### src/etx_pkg.sv
package etx_pkg;

  // ##########################################################################
  // eMesh transaction fields
  // ##########################################################################

  // data-mode field, transfer size code
  localparam int DATAMODE_W = 2;

  // control-mode field
  localparam int CTRLMODE_W = 4;

  // dstaddr, srcaddr and data all share this width
  localparam int ADDR_W = 32;

  // packed transaction as stored in the channel FIFOs
  // write + datamode + ctrlmode + dstaddr + data + srcaddr
  localparam int TRANS_W = 1 + DATAMODE_W + CTRLMODE_W + 3 * ADDR_W;

  // ##########################################################################
  // buffering and link framing
  // ##########################################################################

  // entries per channel FIFO
  localparam int FIFO_DEPTH = 8;

  // link words per transaction frame
  // header, dstaddr, data, srcaddr
  localparam int FRAME_WORDS = 4;

  // header word layout
  //   bit 8     write
  //   bits 5:4  datamode
  //   bits 3:0  ctrlmode
  //   all other bits zero

  // framer sequence, one state per link word plus idle
  typedef enum logic [2:0] {
    IDLE,
    HEADER,
    DSTADDR,
    DATA,
    SRCADDR
  } framer_state_t;

endpackage

### src/etx_arbiter.sv
module etx_arbiter
  import etx_pkg::*;
(
  input  logic                  tx_lclk_par,
  input  logic                  reset,
  // write channel
  input  logic                  emwr_fifo_access,
  input  logic                  emwr_fifo_write,
  input  logic [DATAMODE_W-1:0] emwr_fifo_datamode,
  input  logic [CTRLMODE_W-1:0] emwr_fifo_ctrlmode,
  input  logic [ADDR_W-1:0]     emwr_fifo_dstaddr,
  input  logic [ADDR_W-1:0]     emwr_fifo_data,
  input  logic [ADDR_W-1:0]     emwr_fifo_srcaddr,
  output logic                  emwr_rd_en,
  // read request channel
  input  logic                  emrq_fifo_access,
  input  logic                  emrq_fifo_write,
  input  logic [DATAMODE_W-1:0] emrq_fifo_datamode,
  input  logic [CTRLMODE_W-1:0] emrq_fifo_ctrlmode,
  input  logic [ADDR_W-1:0]     emrq_fifo_dstaddr,
  input  logic [ADDR_W-1:0]     emrq_fifo_data,
  input  logic [ADDR_W-1:0]     emrq_fifo_srcaddr,
  output logic                  emrq_rd_en,
  // read response channel
  input  logic                  emrr_fifo_access,
  input  logic                  emrr_fifo_write,
  input  logic [DATAMODE_W-1:0] emrr_fifo_datamode,
  input  logic [CTRLMODE_W-1:0] emrr_fifo_ctrlmode,
  input  logic [ADDR_W-1:0]     emrr_fifo_dstaddr,
  input  logic [ADDR_W-1:0]     emrr_fifo_data,
  input  logic [ADDR_W-1:0]     emrr_fifo_srcaddr,
  output logic                  emrr_rd_en,
  // eMesh master port toward the framer
  output logic                  etx_access,
  output logic                  etx_write,
  output logic [DATAMODE_W-1:0] etx_datamode,
  output logic [CTRLMODE_W-1:0] etx_ctrlmode,
  output logic [ADDR_W-1:0]     etx_dstaddr,
  output logic [ADDR_W-1:0]     etx_data,
  output logic [ADDR_W-1:0]     etx_srcaddr,
  // link flow control
  input  logic                  etx_rd_wait,
  input  logic                  etx_wr_wait,
  input  logic                  etx_ack
);

  logic wr_ready;
  logic rq_ready;
  logic rr_ready;
  logic slot_free;

  // ##########################################################################
  // fixed priority, writes > read requests > read responses
  // ##########################################################################

  // wr_wait blocks writes and responses, rd_wait blocks requests
  assign wr_ready = emwr_fifo_access & ~etx_wr_wait;
  assign rq_ready = emrq_fifo_access & ~etx_rd_wait & ~wr_ready;
  assign rr_ready = emrr_fifo_access & ~etx_wr_wait & ~wr_ready & ~rq_ready;

  // output register empty, or its transaction ends this cycle
  assign slot_free = ~etx_access | etx_ack;

  assign emwr_rd_en = wr_ready & slot_free;
  assign emrq_rd_en = rq_ready & slot_free;
  assign emrr_rd_en = rr_ready & slot_free;

  // held flag
  always_ff @(posedge tx_lclk_par)
  begin
    if (reset)
      etx_access <= 1'b0;
    else if (emwr_rd_en | emrq_rd_en | emrr_rd_en)
      etx_access <= 1'b1;
    else if (etx_ack)
      etx_access <= 1'b0;
  end

  // held payload, loaded with the winner on pop
  always_ff @(posedge tx_lclk_par)
  begin
    if (emwr_rd_en)
    begin
      etx_write    <= 1'b1;
      etx_datamode <= emwr_fifo_datamode;
      etx_ctrlmode <= emwr_fifo_ctrlmode;
      etx_dstaddr  <= emwr_fifo_dstaddr;
      etx_data     <= emwr_fifo_data;
      etx_srcaddr  <= emwr_fifo_srcaddr;
    end
    else if (emrq_rd_en)
    begin
      // requests always go out as reads
      etx_write    <= 1'b0;
      etx_datamode <= emrq_fifo_datamode;
      etx_ctrlmode <= emrq_fifo_ctrlmode;
      etx_dstaddr  <= emrq_fifo_dstaddr;
      etx_data     <= emrq_fifo_data;
      etx_srcaddr  <= emrq_fifo_srcaddr;
    end
    else if (emrr_rd_en)
    begin
      // responses travel as writes back to the requester
      etx_write    <= 1'b1;
      etx_datamode <= emrr_fifo_datamode;
      etx_ctrlmode <= emrr_fifo_ctrlmode;
      etx_dstaddr  <= emrr_fifo_dstaddr;
      etx_data     <= emrr_fifo_data;
      etx_srcaddr  <= emrr_fifo_srcaddr;
    end
  end

endmodule

### src/etx_fifo.sv
module etx_fifo
  import etx_pkg::*;
#(
  parameter int DEPTH = 8
) (
  input  logic                  tx_lclk_par,
  input  logic                  reset,
  // host push side
  input  logic                  push,
  input  logic                  write,
  input  logic [DATAMODE_W-1:0] datamode,
  input  logic [CTRLMODE_W-1:0] ctrlmode,
  input  logic [ADDR_W-1:0]     dstaddr,
  input  logic [ADDR_W-1:0]     data,
  input  logic [ADDR_W-1:0]     srcaddr,
  output logic                  full,
  // head entry toward the arbiter
  input  logic                  rd_en,
  output logic                  fifo_access,
  output logic                  fifo_write,
  output logic [DATAMODE_W-1:0] fifo_datamode,
  output logic [CTRLMODE_W-1:0] fifo_ctrlmode,
  output logic [ADDR_W-1:0]     fifo_dstaddr,
  output logic [ADDR_W-1:0]     fifo_data,
  output logic [ADDR_W-1:0]     fifo_srcaddr
);

  localparam int PTR_W = (DEPTH > 1) ? $clog2(DEPTH) : 1;
  localparam int CNT_W = $clog2(DEPTH + 1);

  logic [TRANS_W-1:0] mem [DEPTH];
  logic [PTR_W-1:0]   wr_ptr;
  logic [PTR_W-1:0]   rd_ptr;
  logic [CNT_W-1:0]   count;
  logic               do_push;
  logic               do_pop;

  // push while full is dropped, pop only with data present
  assign do_push = push & ~full;
  assign do_pop  = rd_en & fifo_access;

  assign full        = (count == CNT_W'(DEPTH));
  assign fifo_access = (count != '0);

  // ##########################################################################
  // pointers and occupancy
  // ##########################################################################

  always_ff @(posedge tx_lclk_par)
  begin
    if (reset)
    begin
      wr_ptr <= '0;
      rd_ptr <= '0;
      count  <= '0;
    end
    else
    begin
      if (do_push)
      begin
        // wrap explicitly, depth need not be a power of two
        wr_ptr <= (wr_ptr == PTR_W'(DEPTH - 1)) ? '0 : wr_ptr + 1'b1;
      end
      if (do_pop)
      begin
        rd_ptr <= (rd_ptr == PTR_W'(DEPTH - 1)) ? '0 : rd_ptr + 1'b1;
      end
      // push and pop together leave the count alone
      if (do_push & ~do_pop)
        count <= count + 1'b1;
      else if (do_pop & ~do_push)
        count <= count - 1'b1;
    end
  end

  // storage, packed in field order
  always_ff @(posedge tx_lclk_par)
  begin
    if (do_push)
      mem[wr_ptr] <= {write, datamode, ctrlmode, dstaddr, data, srcaddr};
  end

  // first word fall through, head shown directly
  assign {fifo_write, fifo_datamode, fifo_ctrlmode,
          fifo_dstaddr, fifo_data, fifo_srcaddr} = mem[rd_ptr];

endmodule

### src/etx_framer.sv
module etx_framer
  import etx_pkg::*;
(
  input  logic                  tx_lclk_par,
  input  logic                  reset,
  // held transaction from the arbiter
  input  logic                  etx_access,
  input  logic                  etx_write,
  input  logic [DATAMODE_W-1:0] etx_datamode,
  input  logic [CTRLMODE_W-1:0] etx_ctrlmode,
  input  logic [ADDR_W-1:0]     etx_dstaddr,
  input  logic [ADDR_W-1:0]     etx_data,
  input  logic [ADDR_W-1:0]     etx_srcaddr,
  output logic                  etx_ack,
  // link side
  input  logic                  tx_wait,
  output logic                  tx_frame,
  output logic [ADDR_W-1:0]     tx_data
);

  framer_state_t     state;
  framer_state_t     state_next;
  logic              word_xfer;
  logic              word_load;
  logic [ADDR_W-1:0] word_next;
  logic [ADDR_W-1:0] header_word;

  // ##########################################################################
  // header word
  // ##########################################################################

  always_comb
  begin
    header_word      = '0;
    header_word[8]   = etx_write;
    header_word[5:4] = etx_datamode;
    header_word[3:0] = etx_ctrlmode;
  end

  // frame active in every state but idle
  assign tx_frame = (state != IDLE);

  // word leaves on an unstalled edge
  assign word_xfer = tx_frame & ~tx_wait;

  // ack with the srcaddr transfer, ends the held transaction
  assign etx_ack = (state == SRCADDR) & ~tx_wait;

  // ##########################################################################
  // sequence
  // ##########################################################################

  always_comb
  begin
    state_next = state;
    word_load  = 1'b0;
    word_next  = etx_dstaddr;
    case (state)
      IDLE:
      begin
        // start a frame, header goes out next cycle
        if (etx_access)
        begin
          state_next = HEADER;
          word_load  = 1'b1;
          word_next  = header_word;
        end
      end
      HEADER:
      begin
        if (word_xfer)
        begin
          state_next = DSTADDR;
          word_load  = 1'b1;
          word_next  = etx_dstaddr;
        end
      end
      DSTADDR:
      begin
        if (word_xfer)
        begin
          state_next = DATA;
          word_load  = 1'b1;
          word_next  = etx_data;
        end
      end
      DATA:
      begin
        if (word_xfer)
        begin
          state_next = SRCADDR;
          word_load  = 1'b1;
          word_next  = etx_srcaddr;
        end
      end
      SRCADDR:
      begin
        // arbiter reloads during this edge
        // next frame starts from idle one cycle later
        if (word_xfer)
          state_next = IDLE;
      end
      default:
      begin
        state_next = IDLE;
      end
    endcase
  end

  always_ff @(posedge tx_lclk_par)
  begin
    if (reset)
      state <= IDLE;
    else
      state <= state_next;
  end

  // link word register, held while stalled
  always_ff @(posedge tx_lclk_par)
  begin
    if (word_load)
      tx_data <= word_next;
  end

endmodule

### src/etx_top.sv
module etx_top
  import etx_pkg::*;
(
  input  logic                  tx_lclk_par,
  input  logic                  reset,
  // host write channel
  input  logic                  wr_push,
  input  logic                  wr_write,
  input  logic [DATAMODE_W-1:0] wr_datamode,
  input  logic [CTRLMODE_W-1:0] wr_ctrlmode,
  input  logic [ADDR_W-1:0]     wr_dstaddr,
  input  logic [ADDR_W-1:0]     wr_data,
  input  logic [ADDR_W-1:0]     wr_srcaddr,
  output logic                  wr_full,
  // host read request channel
  input  logic                  rq_push,
  input  logic                  rq_write,
  input  logic [DATAMODE_W-1:0] rq_datamode,
  input  logic [CTRLMODE_W-1:0] rq_ctrlmode,
  input  logic [ADDR_W-1:0]     rq_dstaddr,
  input  logic [ADDR_W-1:0]     rq_data,
  input  logic [ADDR_W-1:0]     rq_srcaddr,
  output logic                  rq_full,
  // host read response channel
  input  logic                  rr_push,
  input  logic                  rr_write,
  input  logic [DATAMODE_W-1:0] rr_datamode,
  input  logic [CTRLMODE_W-1:0] rr_ctrlmode,
  input  logic [ADDR_W-1:0]     rr_dstaddr,
  input  logic [ADDR_W-1:0]     rr_data,
  input  logic [ADDR_W-1:0]     rr_srcaddr,
  output logic                  rr_full,
  // link
  input  logic                  tx_wr_wait,
  input  logic                  tx_rd_wait,
  input  logic                  tx_wait,
  output logic                  tx_frame,
  output logic [ADDR_W-1:0]     tx_data
);

  // ##########################################################################
  // fifo to arbiter
  // ##########################################################################

  logic                  emwr_access, emrq_access, emrr_access;
  logic                  emwr_write, emrq_write, emrr_write;
  logic [DATAMODE_W-1:0] emwr_datamode, emrq_datamode, emrr_datamode;
  logic [CTRLMODE_W-1:0] emwr_ctrlmode, emrq_ctrlmode, emrr_ctrlmode;
  logic [ADDR_W-1:0]     emwr_dstaddr, emrq_dstaddr, emrr_dstaddr;
  logic [ADDR_W-1:0]     emwr_data, emrq_data, emrr_data;
  logic [ADDR_W-1:0]     emwr_srcaddr, emrq_srcaddr, emrr_srcaddr;
  logic                  emwr_rd_en, emrq_rd_en, emrr_rd_en;

  // arbiter to framer
  logic                  etx_access;
  logic                  etx_write;
  logic [DATAMODE_W-1:0] etx_datamode;
  logic [CTRLMODE_W-1:0] etx_ctrlmode;
  logic [ADDR_W-1:0]     etx_dstaddr;
  logic [ADDR_W-1:0]     etx_data;
  logic [ADDR_W-1:0]     etx_srcaddr;
  logic                  etx_ack;

  etx_fifo #(.DEPTH(FIFO_DEPTH)) i_wr_fifo (
    .tx_lclk_par (tx_lclk_par),   .reset         (reset),
    .push        (wr_push),       .write         (wr_write),
    .datamode    (wr_datamode),   .ctrlmode      (wr_ctrlmode),
    .dstaddr     (wr_dstaddr),    .data          (wr_data),
    .srcaddr     (wr_srcaddr),    .full          (wr_full),
    .rd_en       (emwr_rd_en),    .fifo_access   (emwr_access),
    .fifo_write  (emwr_write),    .fifo_datamode (emwr_datamode),
    .fifo_ctrlmode (emwr_ctrlmode), .fifo_dstaddr (emwr_dstaddr),
    .fifo_data   (emwr_data),     .fifo_srcaddr  (emwr_srcaddr)
  );

  etx_fifo #(.DEPTH(FIFO_DEPTH)) i_rq_fifo (
    .tx_lclk_par (tx_lclk_par),   .reset         (reset),
    .push        (rq_push),       .write         (rq_write),
    .datamode    (rq_datamode),   .ctrlmode      (rq_ctrlmode),
    .dstaddr     (rq_dstaddr),    .data          (rq_data),
    .srcaddr     (rq_srcaddr),    .full          (rq_full),
    .rd_en       (emrq_rd_en),    .fifo_access   (emrq_access),
    .fifo_write  (emrq_write),    .fifo_datamode (emrq_datamode),
    .fifo_ctrlmode (emrq_ctrlmode), .fifo_dstaddr (emrq_dstaddr),
    .fifo_data   (emrq_data),     .fifo_srcaddr  (emrq_srcaddr)
  );

  etx_fifo #(.DEPTH(FIFO_DEPTH)) i_rr_fifo (
    .tx_lclk_par (tx_lclk_par),   .reset         (reset),
    .push        (rr_push),       .write         (rr_write),
    .datamode    (rr_datamode),   .ctrlmode      (rr_ctrlmode),
    .dstaddr     (rr_dstaddr),    .data          (rr_data),
    .srcaddr     (rr_srcaddr),    .full          (rr_full),
    .rd_en       (emrr_rd_en),    .fifo_access   (emrr_access),
    .fifo_write  (emrr_write),    .fifo_datamode (emrr_datamode),
    .fifo_ctrlmode (emrr_ctrlmode), .fifo_dstaddr (emrr_dstaddr),
    .fifo_data   (emrr_data),     .fifo_srcaddr  (emrr_srcaddr)
  );

  // link waits map onto the arbiter wait classes
  etx_arbiter i_arbiter (
    .tx_lclk_par        (tx_lclk_par),
    .reset              (reset),
    .emwr_fifo_access   (emwr_access),
    .emwr_fifo_write    (emwr_write),
    .emwr_fifo_datamode (emwr_datamode),
    .emwr_fifo_ctrlmode (emwr_ctrlmode),
    .emwr_fifo_dstaddr  (emwr_dstaddr),
    .emwr_fifo_data     (emwr_data),
    .emwr_fifo_srcaddr  (emwr_srcaddr),
    .emwr_rd_en         (emwr_rd_en),
    .emrq_fifo_access   (emrq_access),
    .emrq_fifo_write    (emrq_write),
    .emrq_fifo_datamode (emrq_datamode),
    .emrq_fifo_ctrlmode (emrq_ctrlmode),
    .emrq_fifo_dstaddr  (emrq_dstaddr),
    .emrq_fifo_data     (emrq_data),
    .emrq_fifo_srcaddr  (emrq_srcaddr),
    .emrq_rd_en         (emrq_rd_en),
    .emrr_fifo_access   (emrr_access),
    .emrr_fifo_write    (emrr_write),
    .emrr_fifo_datamode (emrr_datamode),
    .emrr_fifo_ctrlmode (emrr_ctrlmode),
    .emrr_fifo_dstaddr  (emrr_dstaddr),
    .emrr_fifo_data     (emrr_data),
    .emrr_fifo_srcaddr  (emrr_srcaddr),
    .emrr_rd_en         (emrr_rd_en),
    .etx_access         (etx_access),
    .etx_write          (etx_write),
    .etx_datamode       (etx_datamode),
    .etx_ctrlmode       (etx_ctrlmode),
    .etx_dstaddr        (etx_dstaddr),
    .etx_data           (etx_data),
    .etx_srcaddr        (etx_srcaddr),
    .etx_rd_wait        (tx_rd_wait),
    .etx_wr_wait        (tx_wr_wait),
    .etx_ack            (etx_ack)
  );

  etx_framer i_framer (
    .tx_lclk_par  (tx_lclk_par),
    .reset        (reset),
    .etx_access   (etx_access),
    .etx_write    (etx_write),
    .etx_datamode (etx_datamode),
    .etx_ctrlmode (etx_ctrlmode),
    .etx_dstaddr  (etx_dstaddr),
    .etx_data     (etx_data),
    .etx_srcaddr  (etx_srcaddr),
    .etx_ack      (etx_ack),
    .tx_wait      (tx_wait),
    .tx_frame     (tx_frame),
    .tx_data      (tx_data)
  );

endmodule

### config.mk
export PLATFORM = sky130hd
export DESIGN_NAME = etx_top
export DESIGN_NICKNAME = d
export VERILOG_FILES = /design/src/etx_pkg.sv /design/src/etx_arbiter.sv /design/src/etx_fifo.sv /design/src/etx_framer.sv /design/src/etx_top.sv
export SDC_FILE = /design/constraint.sdc
export NUM_CORES = 2
export LEC_CHECK = 0
export BUFFER_PORTS_ARGS = -buffer_cell sky130_fd_sc_hd__buf_2
export CELL_PAD_IN_SITES_DETAIL_PLACEMENT = 1
export CELL_PAD_IN_SITES_GLOBAL_PLACEMENT = 1
export CORE_MARGIN = 5
export CORE_UTILIZATION = 40
export CTS_BUF_LIST = sky130_fd_sc_hd__clkbuf_16
export DETAILED_ROUTE_END_ITERATION = 12
export GPL_TIMING_DRIVEN = 0
export PLACE_DENSITY_LB_ADDON = 0.1
export SETUP_SLACK_MARGIN = 0.2
export SYNTH_ARGS = -nofsm -noshare
export SYNTH_HDL_FRONTEND = slang
export SYNTH_SLANG_ARGS = --single-unit
### constraint.sdc
create_clock -name tx_lclk_par -period 10.9 [get_ports tx_lclk_par]
set_input_delay 0.545 -clock tx_lclk_par [delete_from_list [all_inputs] [get_ports tx_lclk_par]]
set_output_delay 0.545 -clock tx_lclk_par [all_outputs]
set_load 0.02 [all_outputs]
# ---- Word-level counts from Yosys, hierarchy flattened
# Memory sizes are Yosys's and may differ from the RTL's. A register that Yosys moved wholly into a read port is not among the register bits.
# Cells that the tools add are included.
dict set report word_totals {
  out_inout_bits 36
  memories 3
  mem_bits_rw 2472
  ff_bits 169
}
# name words word_bits read_ports rd_clocked_by_memory_dff wr line_no
set memory_table {}
lappend memory_table {i_rq_fifo.mem 8 103 1 1 1 etx_fifo.sv:31} ;# logic [TRANS_W-1:0] mem [DEPTH];
lappend memory_table {i_rr_fifo.mem 8 103 1 1 1 etx_fifo.sv:31}
lappend memory_table {i_wr_fifo.mem 8 103 1 1 1 etx_fifo.sv:31}
dict set report op_classes {
  reduce_logical 13
  addsub 12
  bitwise_logic 41
  mux 56
  eq_ne 18
}
# operator count
set op_table {}
lappend op_table {{$mux W32} 12}
lappend op_table {{$pmux W32 S3} 1}
lappend op_table {{$mux W3} 17}
lappend op_table {{$mux W4} 9}
lappend op_table {{$and A1 B1 Y1} 23}
lappend op_table {{$eq A3 B3 Y1 const B} 7}
lappend op_table {{$add A3 B1 Y3 const B} 6}
lappend op_table {{$not A1 Y1} 15}
lappend op_table {{$pmux W3 S5} 1}
lappend op_table {{$add A4 B1 Y4 const B} 3}
lappend op_table {{$eq A4 B4 Y1 const B} 3}
lappend op_table {{$mux W1} 12}
lappend op_table {{$reduce_bool A4 Y1} 3}
lappend op_table {{$sub A4 B1 Y4 const B} 3}
lappend op_table {{$reduce_bool A2 Y1} 5}
lappend op_table {{$ne A2 B1 Y1 const B} 4}
lappend op_table {{$eq A3 B2 Y1 const B} 2}
lappend op_table {{$mux W2} 3}
lappend op_table {{$reduce_bool A3 Y1} 2}
lappend op_table {{$reduce_and A5 Y1} 1}
lappend op_table {{$eq A3 B1 Y1 const B} 1}
lappend op_table {{$logic_not A3 Y1} 1}
lappend op_table {{$or A1 B1 Y1} 3}
lappend op_table {{$reduce_or A3 Y1} 1}
lappend op_table {{2 further kinds} 2}

# ---- Longest topological paths before layout
dict set report depth {
  ltp_word 11
  ltp_mapped 14
  depth_no_buf 12
}

# ---- Hierarchy
# From an unflattened synthesis, not the netlist that was laid out.
dict set report hier_totals {
  cells_unflattened 4334
  hier_area_um2 102938.7
}
# module area_each_um2 cells_each seq_area_each_um2 instances
set by_module_without_submodules {}
lappend by_module_without_submodules {{etx_fifo (i_rr_fifo ...)} 31913.1 1267 25004.0 2}
lappend by_module_without_submodules {{etx_fifo (i_rq_fifo)} 31911.9 1267 25004.0 1}
lappend by_module_without_submodules {etx_arbiter 5092.4 369 3103.0 1}
lappend by_module_without_submodules {etx_framer 2108.3 164 1021.0 1}

# ---- Worst setup path before layout
# OpenSTA, ideal clock, no wires.
dict set report synth_path {
  path_type {reg-to-reg}
  from {reg i_wr_fifo.count[0]}
  to {mem i_wr_fifo.mem[0][0] (netlist bit) (enable)}
  setup_time_ns 0.813
  path_stages_with_launch 5
  arrival_time_ns 10.348
  setup_slack_ns -0.261
  period_less_slack_ns 11.161
  t_required_ns 10.087
  path_cell_list {dfxtp_1 nor3_1 nand2_1 nand2_1 nor4_1}
}
dict set report synth_via {
  elab_chain_cells 5
}
# item line_no
set synth_rtl {}
lappend synth_rtl {{from (decl)} etx_fifo.sv:34} ;# logic [CNT_W-1:0] count;
lappend synth_rtl {{from (signal assigned)} etx_fifo.sv:70} ;# count <= count + 1'b1;
lappend synth_rtl {{from (signal assigned)} etx_fifo.sv:72} ;# count <= count - 1'b1;
lappend synth_rtl {{$eq A4 B4 Y1} etx_fifo.sv:42} ;# assign full = (count == CNT_W'(DEPTH));
lappend synth_rtl {{$not A1 Y1} etx_fifo.sv:39} ;# assign do_push = push & ~full;
lappend synth_rtl {{$and A1 B1 Y1} etx_fifo.sv:39}
lappend synth_rtl {{$mux W1} etx_fifo.sv:79} ;# if (do_push)
lappend synth_rtl {{$mux W1 (implied by the code)} etx_fifo.sv:80} ;# mem[wr_ptr] <= {write, datamode, ctrlmode, dstaddr, data, srcaddr};
lappend synth_rtl {{to (decl)} etx_fifo.sv:31}
# No other way between the ends.

# ---- Worst setup path in the final report
dict set report layout_path {
  from {reg i_wr_fifo.count[0]}
  to {reg i_rq_fifo.count[3]}
}
dict set report layout_via {
  elab_chain_cells 9
}
# item line_no
set layout_rtl {}
lappend layout_rtl {{$reduce_bool A4 Y1 (*)} etx_fifo.sv:43} ;# assign fifo_access = (count != '0);
lappend layout_rtl {{$and A1 B1 Y1 (*)} etx_arbiter.sv:57} ;# assign wr_ready = emwr_fifo_access & ~etx_wr_wait;
lappend layout_rtl {{$not A1 Y1 (*)} etx_arbiter.sv:58} ;# assign rq_ready = emrq_fifo_access & ~etx_rd_wait & ~wr_ready;
lappend layout_rtl {{$and A1 B1 Y1 (*)} etx_arbiter.sv:58}
lappend layout_rtl {{$and A1 B1 Y1 (*)} etx_arbiter.sv:65} ;# assign emrq_rd_en = rq_ready & slot_free;
lappend layout_rtl {{$and A1 B1 Y1 (*)} etx_fifo.sv:40} ;# assign do_pop = rd_en & fifo_access;
lappend layout_rtl {{$not A1 Y1} etx_fifo.sv:69} ;# if (do_push & ~do_pop)
lappend layout_rtl {{$and A1 B1 Y1} etx_fifo.sv:69}
lappend layout_rtl {{$mux W4 or $reduce_bool A2 Y1 (tied branches)} --}
lappend layout_rtl {{to (signal assigned)} etx_fifo.sv:70}
lappend layout_rtl {{to (signal assigned)} etx_fifo.sv:72}
lappend layout_rtl {{to (decl)} etx_fifo.sv:34}
# Mark *: on every way between the ends. The rest lies on a longest branch, timed or not.
# A chain may end at the register's enable or synchronous reset.

==> flow_summary_export.csv <==
group,metric,value,unit
run_status,status,"completed",
logic_synthesis,synth.most_common_cell,"edfxtp_1",
logic_synthesis,yosys_most_used_dff,"edfxtp_1",
grt,grt_max_degree,53,
timing,hold_ws,0.324,ns
grt,gr-usage-all-layers,0.216,
routing,routed_wl,285000,um
logic_synthesis,synth_edf_count,2582,
timing,relSlewSlack,0.0622,
cells_and_area,stdcell_count,9241,
floorplanning,die_area,261000,um^2
pwr,ir_drop,0.161,mV
placed_design,port_buffers,348,
timing,final_max_slew_viol_count,0,
logic_synthesis,synth_cells,4444,
routing,drc_errors,0,
clock_network,cts_tree,"yes",
timing,tightest_slew,1.41,ns
logic_synthesis,synth_cell_types,39,
setup_path,path_class,"reg2reg",
grt,overflow,0,
clock_network,root_buffer,"clkbuf_16",
logic_synthesis,ys_ff_latch,2626,
setup_path,crit_required,11.73,ns
setup_path,ff2ff_path_depth,12,
pwr,pwr_density_cell,219,nW/um^2
timing,rsz0062_at_grt,"no",
floorplanning,rows,184,
grt,grt_pass1_vias,53070,
logic_synthesis,synthTopCellsByCount,"edfxtp_1, mux4_2, mux2i_1, clkbuf_1, a21oi_1",
placed_design,post-place-ws,6.22,ns
timing,setup_ws,6.24,ns
floorplanning,die_w,511,um
logic_synthesis,synth_warnings,0,
routing,viasPerCell,5.43,
floorplanning,ioPinCount,353,
grt,antenna_found_initial,94,
cells_and_area,syn_to_final_growth,21.3,%
setup_path,worst_setup_path_end_kind,"register",
clock_network,clock_path_buffers,4,
clock_network,clk_pin_slew,0.06,ns
placed_design,place_inst,8391,
floorplanning,core-area,250000,um^2
logic_synthesis,yosysSeqAreaShare,0.781,
routing,ant_nets,0,
min_path,holdPathStages,4,
routing,dr.pass1.iters,6,
routing,vias,50217,
floorplanning,dieHeight,511,um
timing,finalCriticalPeriod,4.66,ns
pwr,total_power,26600,uW
logic_synthesis,yosys.area.top_type,"edfxtp_1",
routing,first_iter_violations,4575,
logic_synthesis,synth.avg_cell_area,22.6,um^2
timing,setup_tns,0,ns
cells_and_area,drive_gt1_frac,0.299,
clock_network,cts_resized,0,
timing,finalSetupViolCount,0,
routing,wire_per_inst,30.9,um
setup_path,critical_path_arrival,5.49,ns
logic_synthesis,syn_area,100000,um^2
placed_design,gp_congestion,0.886,
placed_design,place_hpwl,200000,um
setup_path,crit_path_start_kind,"register",
timing,hold_viol_final,0,
clock_network,cts_setup_buffers,0,
run,drv_cap,0,
logic_synthesis,async_flop_share,0,
logic_synthesis,yosys.area.top_type_share,0.772,
logic_synthesis,syn_nets,4785,
timing,min_period_over_period,0.428,
timing,timing.fmax,215,MHz
clock_network,cts_sinks,2626,
pwr,p_leak,0.0387,uW
clock_network,insertion_delay,0.92,ns
clock_network,htreeDepth,5,
floorplanning,initial_core_util,0.401,
logic_synthesis,ys_top_cells_by_area,"edfxtp_1, mux4_2, mux2i_1, mux2_2, dfxtp_1",
min_path,hold_path_class,"in2reg",
timing,finClkSkew,0.0338,ns
grt,grt_pass1_wl,404000,um
clock_network,cts_buffers,300,
cells_and_area,fin_nets,5995,
setup_path,crit_fanout,10,
-- worst max-delay path, stage by stage (launching register included) --
cell      delay, ns
dfxtp_1        0.37
nor4_1         0.92
o211ai_1       0.55
clkbuf_1       0.70
buf_2          0.48
ha_1           0.29
inv_1          0.12
ha_1           0.24
a21o_1         0.17
a21oi_1        0.18
xnor2_1        0.10
or3_1          0.30
a21oi_1        0.13
-- per-stage QoR --
stage	util	instance area, um^2
detailed placement	0.439	110000
global route	0.486	122000
global placement	0.425	106000
CTS	0.486	122000
finish	0.486	122000
floorplan	-	100000
-- layout by cell type (no fill, tap or decap), drive strengths merged, types with 65 or more instances in the layout --
cell type and n:
clkinv 114, edfxtp 2582, mux2i 209, mux4 612
mux2 108, nor2b 110, clkbuf 481, buf 669
a21oi 131, dlygate4sd3 309, nand2 65, a211oi 109
inv 96
-- cells by family after synthesis --
group	share of synthesized area
muxes	0.170
AOI/OAI and AO/OA	0.0200
DFF	0.781
adders and majority gates	0.00322
and+or+nand+nor	0.0140
buffers and inverters	0.0104
xor gates and xnor gates	0.000873
-- repair_timing --
item	4_1_cts	5_1_grt
hold buffers	309	0
setup endpoints to repair	0	0
endpoints found under the hold margin	2455	0
-- state kept, by name, summed over array words and instances, names as in the netlist, 2 cells and up, named ones only --
signal	count
i_rq_fifo.mem	816
i_rr_fifo.mem	816
i_wr_fifo.mem	816
i_arbiter.etx_data	32
i_arbiter.etx_dstaddr	32
i_arbiter.etx_srcaddr	32
i_framer.tx_data	32
i_arbiter.etx_ctrlmode	4
i_rq_fifo.count	4
i_rr_fifo.count	4
i_wr_fifo.count	4
i_framer.state	3
i_rq_fifo.rd_ptr	3
i_rq_fifo.wr_ptr	3
i_rr_fifo.rd_ptr	3
i_rr_fifo.wr_ptr	3
i_wr_fifo.rd_ptr	3
i_wr_fifo.wr_ptr	3
i_arbiter.etx_datamode	2
-- worst paths after layout --
kind | start | to | slack, ns
setup / recovery | i_wr_fifo.count[0] | i_rq_fifo.count[3] | 6.24
hold / removal | wr_push | i_wr_fifo.wr_ptr[0] | 0.32
setup reg to reg | i_wr_fifo.count[0] | i_rq_fifo.count[3] | 6.24
hold reg to reg | i_rq_fifo.rd_ptr[1] | register | 0.48
-- cell type report --
type	instances	area, um^2
diodes	32	80.1
fillers	22696	129000
inverters	20	75.1
multi-input cells	1554	21100
clock buffers	307	7680
well taps	3348	4190
clock inverters	202	1090
plain buffers	244	978
repair buffers	908	8180
flip-flops and latches	2626	78400
-- routing by layer --
| layer | wire length, um | GRT usage |
|---|---|---|
| met4 | 9030 | 0.0651 |
| met5 | 138 | 0 |
| met3 | 14700 | 0.0376 |
| met1 | 127000 | 0.309 |
| met2 | 135000 | 0.342 |
-- report_power, final --
part           leakage [uW]  internal [uW]  switching [uW]
clock               0.00456           5270            3880
combinational        0.0103           2010            3100
sequential           0.0239          12100             304
total                0.0387          19300            7280
Note: power is estimated with default switching activity, not from simulation.
